==> src/common/softmax_defines.svh <==
// Softmax block constants
// Q16.16 element format, tile geometry and the exp/ln scaling constants

`ifndef SOFTMAX_DEFINES_SVH
`define SOFTMAX_DEFINES_SVH

`define SM_WIDTH    32      // Element width
`define SM_FRAC     16      // Fraction bits

`define SM_TILE     4       // Elements per tile
// Must be a multiple of SM_TILE
`define SM_TOTAL    32

// Q16.16 constants
`define SM_LN2_Q    45426   // ln 2
`define SM_LOG2E_Q  94548   // log2 e

`endif

==> src/common/softmax_pkg.sv <==
// Softmax shared types
// Element, tile and exp-sum formats plus the controller phases

`include "softmax_defines.svh"

package softmax_pkg;

    localparam int NUM_TILES = `SM_TOTAL / `SM_TILE;
    localparam int IDX_W     = (NUM_TILES > 1) ? $clog2(NUM_TILES) : 1;
    localparam int SUM_W     = `SM_WIDTH + $clog2(`SM_TOTAL + 1);

    typedef logic signed [`SM_WIDTH-1:0] elem_t;

    // Element 0 sits in the most significant slot
    typedef elem_t [0:`SM_TILE-1] tile_t;

    typedef logic [SUM_W-1:0] sum_t;   // Unsigned sum of exp values

    typedef enum logic [2:0] {
        IDLE,
        LOAD,       // Pass 0, store tiles and track max
        PASS_1,     // Exp and sum
        LN,
        PASS_2,     // Exp with ln offset, stream out
        DONE
    } phase_e;

endpackage

==> src/hdl/softmax_ctrl.sv <==
// Softmax pass sequencer
// Steps LOAD, PASS_1, LN and PASS_2 and tracks tiles in the read pipeline

`include "softmax_defines.svh"

module softmax_ctrl import softmax_pkg::*; (
    input  logic clk,
    input  logic rst_n,
    input  logic start,
    input  logic in_valid,
    input  logic tile_last,
    output logic cnt_clear,
    output logic cnt_step,
    output logic wr_en,
    output logic stats_clear,
    output logic max_en,
    output logic sum_en,
    output logic ln_en,
    output logic sel_ln,
    output logic out_valid,
    output logic done
);

    localparam logic [1:0] DRAIN = 2'd2;   // Buffer read plus exp register

    phase_e     phase, phase_nxt;
    logic [1:0] issue_v;      // Issue bit delayed by one and two cycles
    logic [1:0] wait_cnt;     // Drain count in read passes, LN wait otherwise
    logic       launch, accept, issue;
    logic       done_q;

    assign launch = start && (phase == IDLE || phase == DONE);
    assign accept = in_valid && phase == LOAD;

    // Reads issue every cycle of a read pass until the last tile is out
    assign issue = (phase == PASS_1 || phase == PASS_2) && wait_cnt == 2'd0;

    assign cnt_clear   = launch;
    assign stats_clear = launch;
    assign cnt_step    = accept || issue;
    assign wr_en       = accept;
    assign max_en      = accept;
    assign sum_en      = issue_v[1] && phase == PASS_1;
    assign out_valid   = issue_v[1] && phase == PASS_2;
    assign ln_en       = phase == LN && wait_cnt == 2'd0;   // Sum has settled here
    assign sel_ln      = phase == PASS_2;
    assign done        = done_q;

    always_comb begin
        phase_nxt = phase;
        case (phase)
            IDLE, DONE: phase_nxt = launch ? LOAD : IDLE;
            LOAD:       if (accept && tile_last) phase_nxt = PASS_1;
            PASS_1:     if (wait_cnt == DRAIN) phase_nxt = LN;
            LN:         if (wait_cnt == 2'd1) phase_nxt = PASS_2;
            PASS_2:     if (wait_cnt == DRAIN) phase_nxt = DONE;
            default:    phase_nxt = IDLE;
        endcase
    end

    always_ff @(posedge clk) begin
        if (!rst_n) begin
            phase    <= IDLE;
            issue_v  <= 2'b00;
            wait_cnt <= 2'd0;
            done_q   <= 1'b0;
        end else begin
            phase   <= phase_nxt;
            issue_v <= {issue_v[0], issue};
            done_q  <= phase == PASS_2 && phase_nxt == DONE;
            if (phase_nxt != phase)
                wait_cnt <= 2'd0;
            else if (issue && tile_last)
                wait_cnt <= 2'd1;                   // Last read issued, drain
            else if (wait_cnt != 2'd0 || phase == LN)
                wait_cnt <= wait_cnt + 2'd1;
        end
    end

    // Every output beat was issued inside PASS_2
    a_out_in_pass2: assert property (@(posedge clk) disable iff (!rst_n)
        out_valid |-> $past(phase, 2) == PASS_2);

    // No read of an earlier vector is still in flight during a write
    a_wr_in_load: assert property (@(posedge clk) disable iff (!rst_n)
        wr_en |-> issue_v == 2'b00);

endmodule

==> config.mk <==
export PLATFORM = sky130hd
export DESIGN_NAME = softmax_ctrl
export DESIGN_NICKNAME = d
export VERILOG_FILES = /design/src/common/softmax_pkg.sv /design/src/hdl/softmax_ctrl.sv
export VERILOG_INCLUDE_DIRS = /design/src /design/src/common
export SDC_FILE = /design/constraint.sdc
export NUM_CORES = 1
export LEC_CHECK = 0
export BUFFER_PORTS_ARGS = -buffer_cell sky130_fd_sc_hd__buf_4
export CORE_AREA = 2 2 39 41
export DETAILED_ROUTE_END_ITERATION = 6
export DIE_AREA = 0 0 41 43
export PLACE_DENSITY_LB_ADDON = 0.15
export SLEW_MARGIN = 20
export SYNTH_ARGS = -nofsm -noshare
export SYNTH_HDL_FRONTEND = slang
export SYNTH_SLANG_ARGS = --single-unit
==> constraint.sdc <==
create_clock -name clk -period 2.8 [get_ports clk]
set_input_delay 0.56 -clock clk [delete_from_list [all_inputs] [get_ports clk]]
set_output_delay 0.56 -clock clk [all_outputs]
set_load 0.01 [all_outputs]
==> results.yml, run 1 <==
status:
  status: "finished clean"
cells_and_area:
  drive_above_1_share_pct: 38.2
  fillerInstances: 134
  multiInputGateArea_sq_um: 354
  diodes: 0
  fin_nets: 86
  regArea_sq_um: 160
  area_delta_synth_final_pct: 21.8
drt:
  routed_wl_microns: 1160
  wire_per_inst_microns: 12.6
  via_count: 501
  drc: 0
  drtIter0Drc: 8
  antenna_left: 0
  dr.pass1.iters: 5
  avgViaCountPerCell: 5.45
place:
  gp_congestion: 0.804
  port_buffers: 14
  dp_hpwl_microns: 918
logic_synthesis:
  synthArstFlopShare_pct: 0
  synth_commonest_cells: "dfxtp_1 (8), and3_1 (4), inv_1 (4), nor2b_1 (4)"
  yosysMostFrequentCell: "dfxtp_1"
  synth_ff_type: "dfxtp_1"
  synth.top_cell.area_share_pct: 28.5
  synth_edf_count: 0
  ys_seq_area_share_pct: 28.5
  syn_area_sq_um: 562
  synth-seq-cells: 8
  ys_types: 29
  synth_area_leaders: "dfxtp_1 (29%), ha_1 (6.7%), nand2b_4 (4.9%)"
  syn_area_per_cell_sq_um: 8.92
  synth_area_leader_cell: "dfxtp_1"
  ys_warn_count: 0
  syn_inst: 63
  syn_nets: 71
die:
  die_w_microns: 41
  rows: 14
  start_util_pct: 40.6
  dieArea_sq_um: 1760
  core-area_sq_um: 1380
  die_height_microns: 43
  io_pins: 15
timing:
  slew_headroom_pct: 74.9
  fin_tns_setup_ns: 0
  whs_ns: 0.431
  rsz0062_at_grt: "no"
  hold_viol_final: 0
  worst_clock_skew_ns: 0.00372
  maxSlewViolCount: 0
  worst_pin_slew_ns: 0.376
  setup_viol: 0
  min_period_ns: 2.04
  timing.fmax_ghz: 0.490
  finalCritPeriodShare_pct: 72.9
clock_tree:
  clock_sinks: 8
  clockBufferDepth: 2
  clk_pin_slew_ns: 0.05
  cts_root_buffer: "clkbuf_4"
  post_cts.repair.setup_buffers: 0
  numCtsBuffers: 3
  htreeDepth: 1
  cts_tree: "built"
  cts_resized: 0
  insertion_delay_ns: 0.25
  cts-hold-fix-buffers: 0
worst_setup_path:
  crit_path_start_kind: "flip-flop"
  path_max_fanout: 12
  crit_top_cell: "buf_4"
  required_ns: 2.24
  arrival_ns: 1.48
  cp-end-kind: "output port"
  worstPathCellList: "buf_4, nor2b_1, nor4b_1, buf_4"
  setup.worst_path.class: "flip-flop to output port"
  critPathMaxStageDelay_ns: 0.41
  slowest_stage: "dfxtp_1"
pwr:
  irDropWorstVdd_mv: 0.257
  power.density_nw_per_um2: 393
  p_leak_nw: 0.289
grt:
  grt_usage_pct: 16.8
  grt_pass1_vias: 464
  grt_max_degree: 13
  grt_pass1_wl_microns: 2000
  grt_remaining_overflow: 0
  antenna_found_initial: 0
worst_hold_path:
  hold_class: "flip-flop to flip-flop"
flow_run:
  drv_cap: 0
-- critical path, delay by kind of cell, from the launching register on --
family,cells,cell delay (ns)
buf+inv,2,0.40
simple gates,2,0.43
flops,1,0.41
-- report_power, final --
group / internal, mW / switching [mW]
Clock: 0.0489 / 0.0364
Combinational: 0.0294 / 0.0316
Sequential: 0.117 / 0.00497
Total: 0.196 / 0.0730
-- through the flow --
step                instance area [sq um]  setup slack [ns]  utilization [%]  total power, mW  std cells
global route                          684             0.581             49.5            0.287         92
global placement                      662              1.06             47.8            0.186         89
CTS                                   684             0.740             49.5            0.272         92
floorplan                             562             0.894                -            0.167         63
detailed placement                    662              1.01             47.8            0.186         89
finish                                684             0.758             49.5            0.269         92
-- path summary, 6_finish.rpt --
kind	start	end	slack, ns	cells past startpoint
setup / recovery	phase[0]	stats_clear	0.76	4
hold / removal	issue_v[0]	issue_v[1]	0.43	1
setup reg to reg	phase[1]	wait_cnt[0]	1.37	4
hold reg to reg	issue_v[0]	issue_v[1]	0.43	1
-- sequential cells by signal, indices dropped and copies added, names as in the netlist --
name	flops
wait_cnt	2
done	1
phase	3
issue_v	2
-- layer usage --
metal,GRT usage (%),vias to the layer above,share of wire (%)
met5,0,-,0
li1,-,250,-
met2,26.3,14,49
met4,4.00,0,0
met1,20.3,237,44
met3,7.33,0,6.6
-- placed cells by master, fill, tap and decap left out --
cell | synthesis | routed
a31oi_1 | 3 | 3
clkbuf_4 | 0 | 3
nor2_2 | 2 | 2
a221oi_2 | 1 | 1
and2_1 | 3 | 3
dfxtp_1 | 8 | 8
o21ai_2 | 1 | 1
inv_1 | 4 | 4
a22oi_1 | 1 | 1
nand3_1 | 1 | 1
ha_1 | 3 | 3
mux2i_1 | 2 | 2
nor2b_1 | 4 | 4
a211oi_2 | 1 | 1
nor2b_2 | 1 | 1
buf_4 | 3 | 15
o22ai_1 | 3 | 3
o21a_1 | 1 | 1
a21oi_1 | 3 | 3
and3_1 | 4 | 4
and4bb_2 | 1 | 1
nand2b_4 | 2 | 2
a22o_2 | 1 | 1
o221ai_2 | 1 | 1
nor4b_1 | 1 | 1
o21ai_0 | 1 | 1
nor2_1 | 2 | 2
nand2_1 | 3 | 3
-- cells by family after synthesis --
group	synth area share, %
AO/OA/AOI/OAI	23.8
adder cells (fa/ha/maj)	6.68
flip-flops	28.5
multiplexers	3.56
buffers and inverters	8.46
AND/OR/NAND/NOR	29.0
-- layout make-up --
class	instances	share of cell area [%]
Sequential cell	8	23.4
Tap cell	16	2.93
Timing Repair Buffer	15	16.5
Clock buffer	3	3.29
Multi-Input combinational cell	46	51.7
Inverter	4	2.19
Note: power is estimated with default switching activity, not from simulation.
==> inputs of run 2 (changes only) <==
clock period = 1.9 ns   (was 2.8 ns; I/O delays follow)
==> results.yml, run 2 (same netlist as run 1, synthesis figures left out) <==
pwr:
  switching_power_uw: 122
  power_uw: 411
  power_frac_clock_pct: 33.4
  pwr-share-seq_pct: 44.0
  combPwrFrac_pct: 22.6
  power.density_nw_per_um2: 594
  internal_power_uw: 290
  irDropWorstVdd_mv: 0.276
  netSwitchingFraction_pct: 29.6
  p_leak_nw: 0.292
timing:
  setup_viol: 0
  rsz0062_at_grt: "no"
  maxSlewViolCount: 0
  timing.fmax_ghz: 0.555
  whs_ns: 0.338
  worst_pin_slew_ns: 0.291
  hold_viol_final: 0
  worst_clock_skew_ns: 0.00338
  fin_tns_setup_ns: 0
  slew_headroom_pct: 80.6
  finalCritPeriodShare_pct: 94.8
  min_period_ns: 1.80
drt:
  drtIter0Drc: 5
  drc: 0
  avgViaCountPerCell: 5.58
  dr.pass1.iters: 4
  antenna_left: 0
  via_count: 513
  wire_per_inst_microns: 13.9
  routed_wl_microns: 1280
worst_hold_path:
  holdPathStages: 2
  hold_class: "primary input to flip-flop"
  worstHoldStart: "tile_last"
  hold_end: "wait_cnt[1]"
worst_setup_path:
  required_ns: 1.52
  cp-end-kind: "output port"
  r2r.worst_path.cells: 5
  crit_path_start_kind: "flip-flop"
  arrival_ns: 1.42
  regToRegSetupSlack_ns: 0.53
  path_max_fanout: 7
  setup.worst_path.class: "flip-flop to output port"
  r2r_end: "wait_cnt[0]"
  r2r-start: "phase[0]"
place:
  dpl_cell_area_sq_um: 662
  dp_hpwl_microns: 971
  port_buffers: 14
  gp_congestion: 0.785
clock_tree:
  post_cts.repair.setup_buffers: 0
  cts_tree: "built"
  numCtsBuffers: 3
  htreeDepth: 1
  clockBufferDepth: 2
  cts_root_buffer: "clkbuf_4"
  clk_pin_slew_ns: 0.06
  insertion_delay_ns: 0.26
  clock_sinks: 8
grt:
  antenna_found_initial: 0
  grt_pass1_vias: 444
  grt_remaining_overflow: 0
  grt_pass1_wl_microns: 1990
  grt_max_degree: 12
  grt_usage_pct: 17.2
die:
  core-area_sq_um: 1380
  die_height_microns: 43
  dieArea_sq_um: 1760
  start_util_pct: 40.6
  die_w_microns: 41
  io_pins: 15
  rows: 14
cells_and_area:
  design_area_sq_um: 692
  largest_register_ffs: 3
  diodes: 0
  top_regs: "phase x3, issue_v x2, wait_cnt x2"
  final_cell_mix: "buf_4 (15), dfxtp_1 (7), inv_1 (4), nor2b_1 (4), and3_1 (4)"
  drive_above_1_share_pct: 40.8
  regMostFlops: "phase"
  area_delta_synth_final_pct: 23.2
  final_common_cell: "buf_4"
  fillerInstances: 144
  fin_nets: 86
status:
  status: "finished clean"
flow_run:
  drv_cap: 0
-- run 2: cell counts in the layout (fill, tap and decap cells not counted) --
No cell type changed its count.
-- run 2: layer usage --
layer,part of all wire (%),track usage (%),vias up
li1,-,-,253
met1,47,22.1,245
met2,46,24.7,10
met3,4.1,4.71,5
met4,2.3,10.0,0
met5,0,0,-
-- run 2: power by group through the flow --
| stage | sequential, mW | clock [mW] | combinational, mW |
|---|---|---|---|
| floorplan | 0.178 | 0 | 0.0674 |
| finish | 0.181 | 0.137 | 0.0930 |
| CTS | 0.180 | 0.141 | 0.0918 |
| global route | 0.182 | 0.146 | 0.101 |
| global placement | 0.184 | 0 | 0.0908 |
| detailed placement | 0.184 | 0 | 0.0915 |
-- run 2: metrics by stage --
step / cells / setup slack, ns / util, %
2_1_floorplan: 63 / 0.174 / -
3_5_place_dp: 89 / 0.368 / 47.8
4_1_cts: 92 / 0.0829 / 49.5
5_1_grt: 92 / 0.0188 / 50.0
6_report: 92 / 0.0984 / 50.0
3_3_place_gp: 89 / 0.363 / 47.8
-- run 2: worst max-delay path, stage by stage, from the launching register on --
cell and delay [ns]:
dfxtp_1 0.44, inv_1 0.15, nor2_1 0.19, a22oi_1 0.09, o22ai_1 0.15, buf_4 0.14
-- run 2: worst max path at each step --
stage / startpoint / to / slack, ns / cells after the start
finish: phase[0] / cnt_step / 0.1 / 5
global route: phase[0] / cnt_step / 0.02 / 5
CTS: phase[0] / stats_clear / 0.08 / 4
detailed placement: phase[0] / stats_clear / 0.37 / 4
global placement: phase[1] / ln_en / 0.36 / 3
floorplan: phase[0] / stats_clear / 0.17 / 5
-- run 2: final cells by class --
type	count	area (sq um)	share of cell area, %
Multi-Input combinational cell	46	360	52.1
Clock buffer	3	22.5	3.25
Sequential cell	8	161	23.3
Tap cell	16	20.0	2.89
Inverter	4	15.0	2.17
Timing Repair Buffer	15	113	16.3
-- run 2: what timing repair did --
action / 4_1_cts / 5_1_grt
endpoints found under the setup margin: 0 / 2
hold buffers: 0 / 0
gates resized for setup: 0 / 2
==> inputs of run 3 (changes only) <==
ABC_AREA = 1   (was not set)
SKIP_LAST_GASP = 1   (was not set)
==> results.yml, run 3 <==
cells_and_area:
  top_regs: "phase x3, issue_v x2, wait_cnt x2"
  fillerInstances: 141
  fin_nets: 100
  largest_register_ffs: 3
  stdcell_count: 106
  diodes: 0
  final_util_pct: 44.8
  drive_above_1_share_pct: 28.9
  regMostFlops: "phase"
  area_delta_synth_final_pct: 27.2
  final_cell_mix: "inv_1 (16), nand2_1 (16), buf_4 (14), nor2_1 (9), dfxtp_1 (8)"
drt:
  routed_wl_microns: 908
  drc: 0
  wire_per_inst_microns: 8.57
  antenna_left: 0
  avgViaCountPerCell: 4.31
  drtIter0Drc: 9
  dr.pass1.iters: 4
  via_count: 457
clock_tree:
  cts_root_buffer: "clkbuf_4"
  cts-hold-fix-buffers: 0
  cts_tree: "built"
  clockBufferDepth: 2
  numCtsBuffers: 3
  htreeDepth: 1
  insertion_delay_ns: 0.25
  clk_pin_slew_ns: 0.05
  cts_resized: 0
  clock_sinks: 8
  post_cts.repair.setup_buffers: 0
place:
  dp_hpwl_microns: 734
  gp_congestion: 0.694
  port_buffers: 14
  dp.cells: 103
worst_setup_path:
  worstPathCellList: "nor2_1, nand2_2, a21oi_2, inv_1, nand2_1, buf_4"
  cp-end-kind: "output port"
  critPathMaxStageDelay_ns: 0.35
  path_max_fanout: 6
  slowest_stage: "dfxtp_1"
  arrival_ns: 1.29
  setup.worst_path.class: "flip-flop to output port"
  crit_path_start_kind: "flip-flop"
  cp_num_buf_inv: 2
  path_delay_family: "simple AND/OR/NAND/NOR gates"
  required_ns: 1.52
  cp-startpoint: "phase[1]"
  r2r-start: "wait_cnt[0]"
die:
  die_height_microns: 43
  dieArea_sq_um: 1760
  die_w_microns: 41
  io_pins: 15
  start_util_pct: 35.3
  core-area_sq_um: 1380
  rows: 14
timing:
  min_period_ns: 1.67
  timing.fmax_ghz: 0.600
  setup_viol: 0
  hold_viol_final: 0
  worst_clock_skew_ns: 0.000352
  slew_headroom_pct: 86.1
  fin_tns_setup_ns: 0
  rsz0062_at_grt: "no"
  maxSlewViolCount: 0
  whs_ns: 0.327
  finalCritPeriodShare_pct: 87.8
  worst_pin_slew_ns: 0.208
logic_synthesis:
  synthArstFlopShare_pct: 0
  ys_seq_area_share_pct: 32.8
  ys_types: 19
  synth_edf_count: 0
  syn_nets: 83
  syn_inst: 75
  synth_area_leader_cell: "dfxtp_1"
  synth_commonest_cells: "inv_1 (16), nand2_1 (16), nor2_1 (9), dfxtp_1 (8), nor2_2 (4)"
  ys_warn_count: 0
  synth-seq-cells: 8
  synth_ff_type: "dfxtp_1"
  synth.top_cell.area_share_pct: 32.8
  syn_area_sq_um: 488
  syn_area_per_cell_sq_um: 6.51
  synth_area_leaders: "dfxtp_1 (33%), inv_1 (12%), nand2_1 (12%)"
pwr:
  power.density_nw_per_um2: 633
  p_leak_nw: 0.344
  irDropWorstVdd_mv: 0.455
grt:
  grt_remaining_overflow: 0
  grt_max_degree: 7
  grt_pass1_wl_microns: 1480
  antenna_found_initial: 0
  grt_pass1_vias: 384
  grt_usage_pct: 12.4
flow_run:
  drv_cap: 0
worst_hold_path:
  hold_class: "primary input to flip-flop"
  worstHoldStart: "rst_n"
status:
  status: "finished clean"
[run 3: changes by cell type in the layout (fill, tap and decap cells not counted), sizes merged, moves of 3 or more]
| cell | before | now |
|---|---|---|
| nand2 | 3 | 18 |
| inv | 4 | 18 |
| nor2 | 4 | 13 |
| nor2b | 5 | 0 |
| and3 | 4 | 0 |
| and2 | 3 | 0 |
| o22ai | 3 | 0 |
[run 3: worst min-delay path, cell delays in order]
cell and delay [ns]:
buf_4 0.09, nand2_1 0.04, inv_1 0.04
[run 3: logic make-up after synthesis]
logic type	after synthesis	synth area share (%)
AO/OA/AOI/OAI	6	7.18
AND/OR/NAND/NOR	37	33.6
flip-flops	8	32.8
adder cells (fa/ha/maj)	3	7.69
XOR/XNOR	1	1.80
buffers and inverters	20	16.9
[run 3: cell type report]
cell class | instances | area (sq um) | area share (%)
Timing Repair Buffer | 14 | 105 | 16.9
Inverter | 18 | 67.6 | 10.9
Sequential cell | 8 | 160 | 25.8
Multi-Input combinational cell | 47 | 245 | 39.5
Clock buffer | 3 | 22.5 | 3.63
Tap cell | 16 | 20.0 | 3.23
[run 3: final timing paths]
| path | to | slack (ns) | depth (start not counted) |
|---|---|---|---|
| worst max register to register | wait_cnt[0] | 0.63 | 8 |
| worst max-delay path | cnt_step | 0.23 | 6 |
| worst min-delay path | issue_v[1] | 0.33 | 3 |
| worst min register to register | issue_v[1] | 0.42 | 2 |
[run 3: per-stage QoR]
step,setup WS [ns],cell area [sq um],power (mW)
2_1_floorplan,0.612,488,0.242
3_3_place_gp,0.524,598,0.269
3_5_place_dp,0.502,598,0.269
4_1_cts,0.224,621,0.397
5_1_grt,0.111,621,0.419
6_report,0.233,621,0.393
[run 3: layer usage]
metal  vias up  track usage [%]  wire length, microns
met5         -                0                     0
met4         0             4.00                     0
met3         0             6.28                    45
met2         8             18.4                   440
met1       196             15.1                   422
li1        253                -                     -
[run 3: power by group]
part / leakage, nW / total [mW] / internal (mW) / switching (mW)
registers: 0.0648 / 0.180 / 0.174 / 0.00650
clock network: 0.0138 / 0.129 / 0.0722 / 0.0563
logic: 0.265 / 0.0840 / 0.0367 / 0.0473
total: 0.344 / 0.393 / 0.283 / 0.110
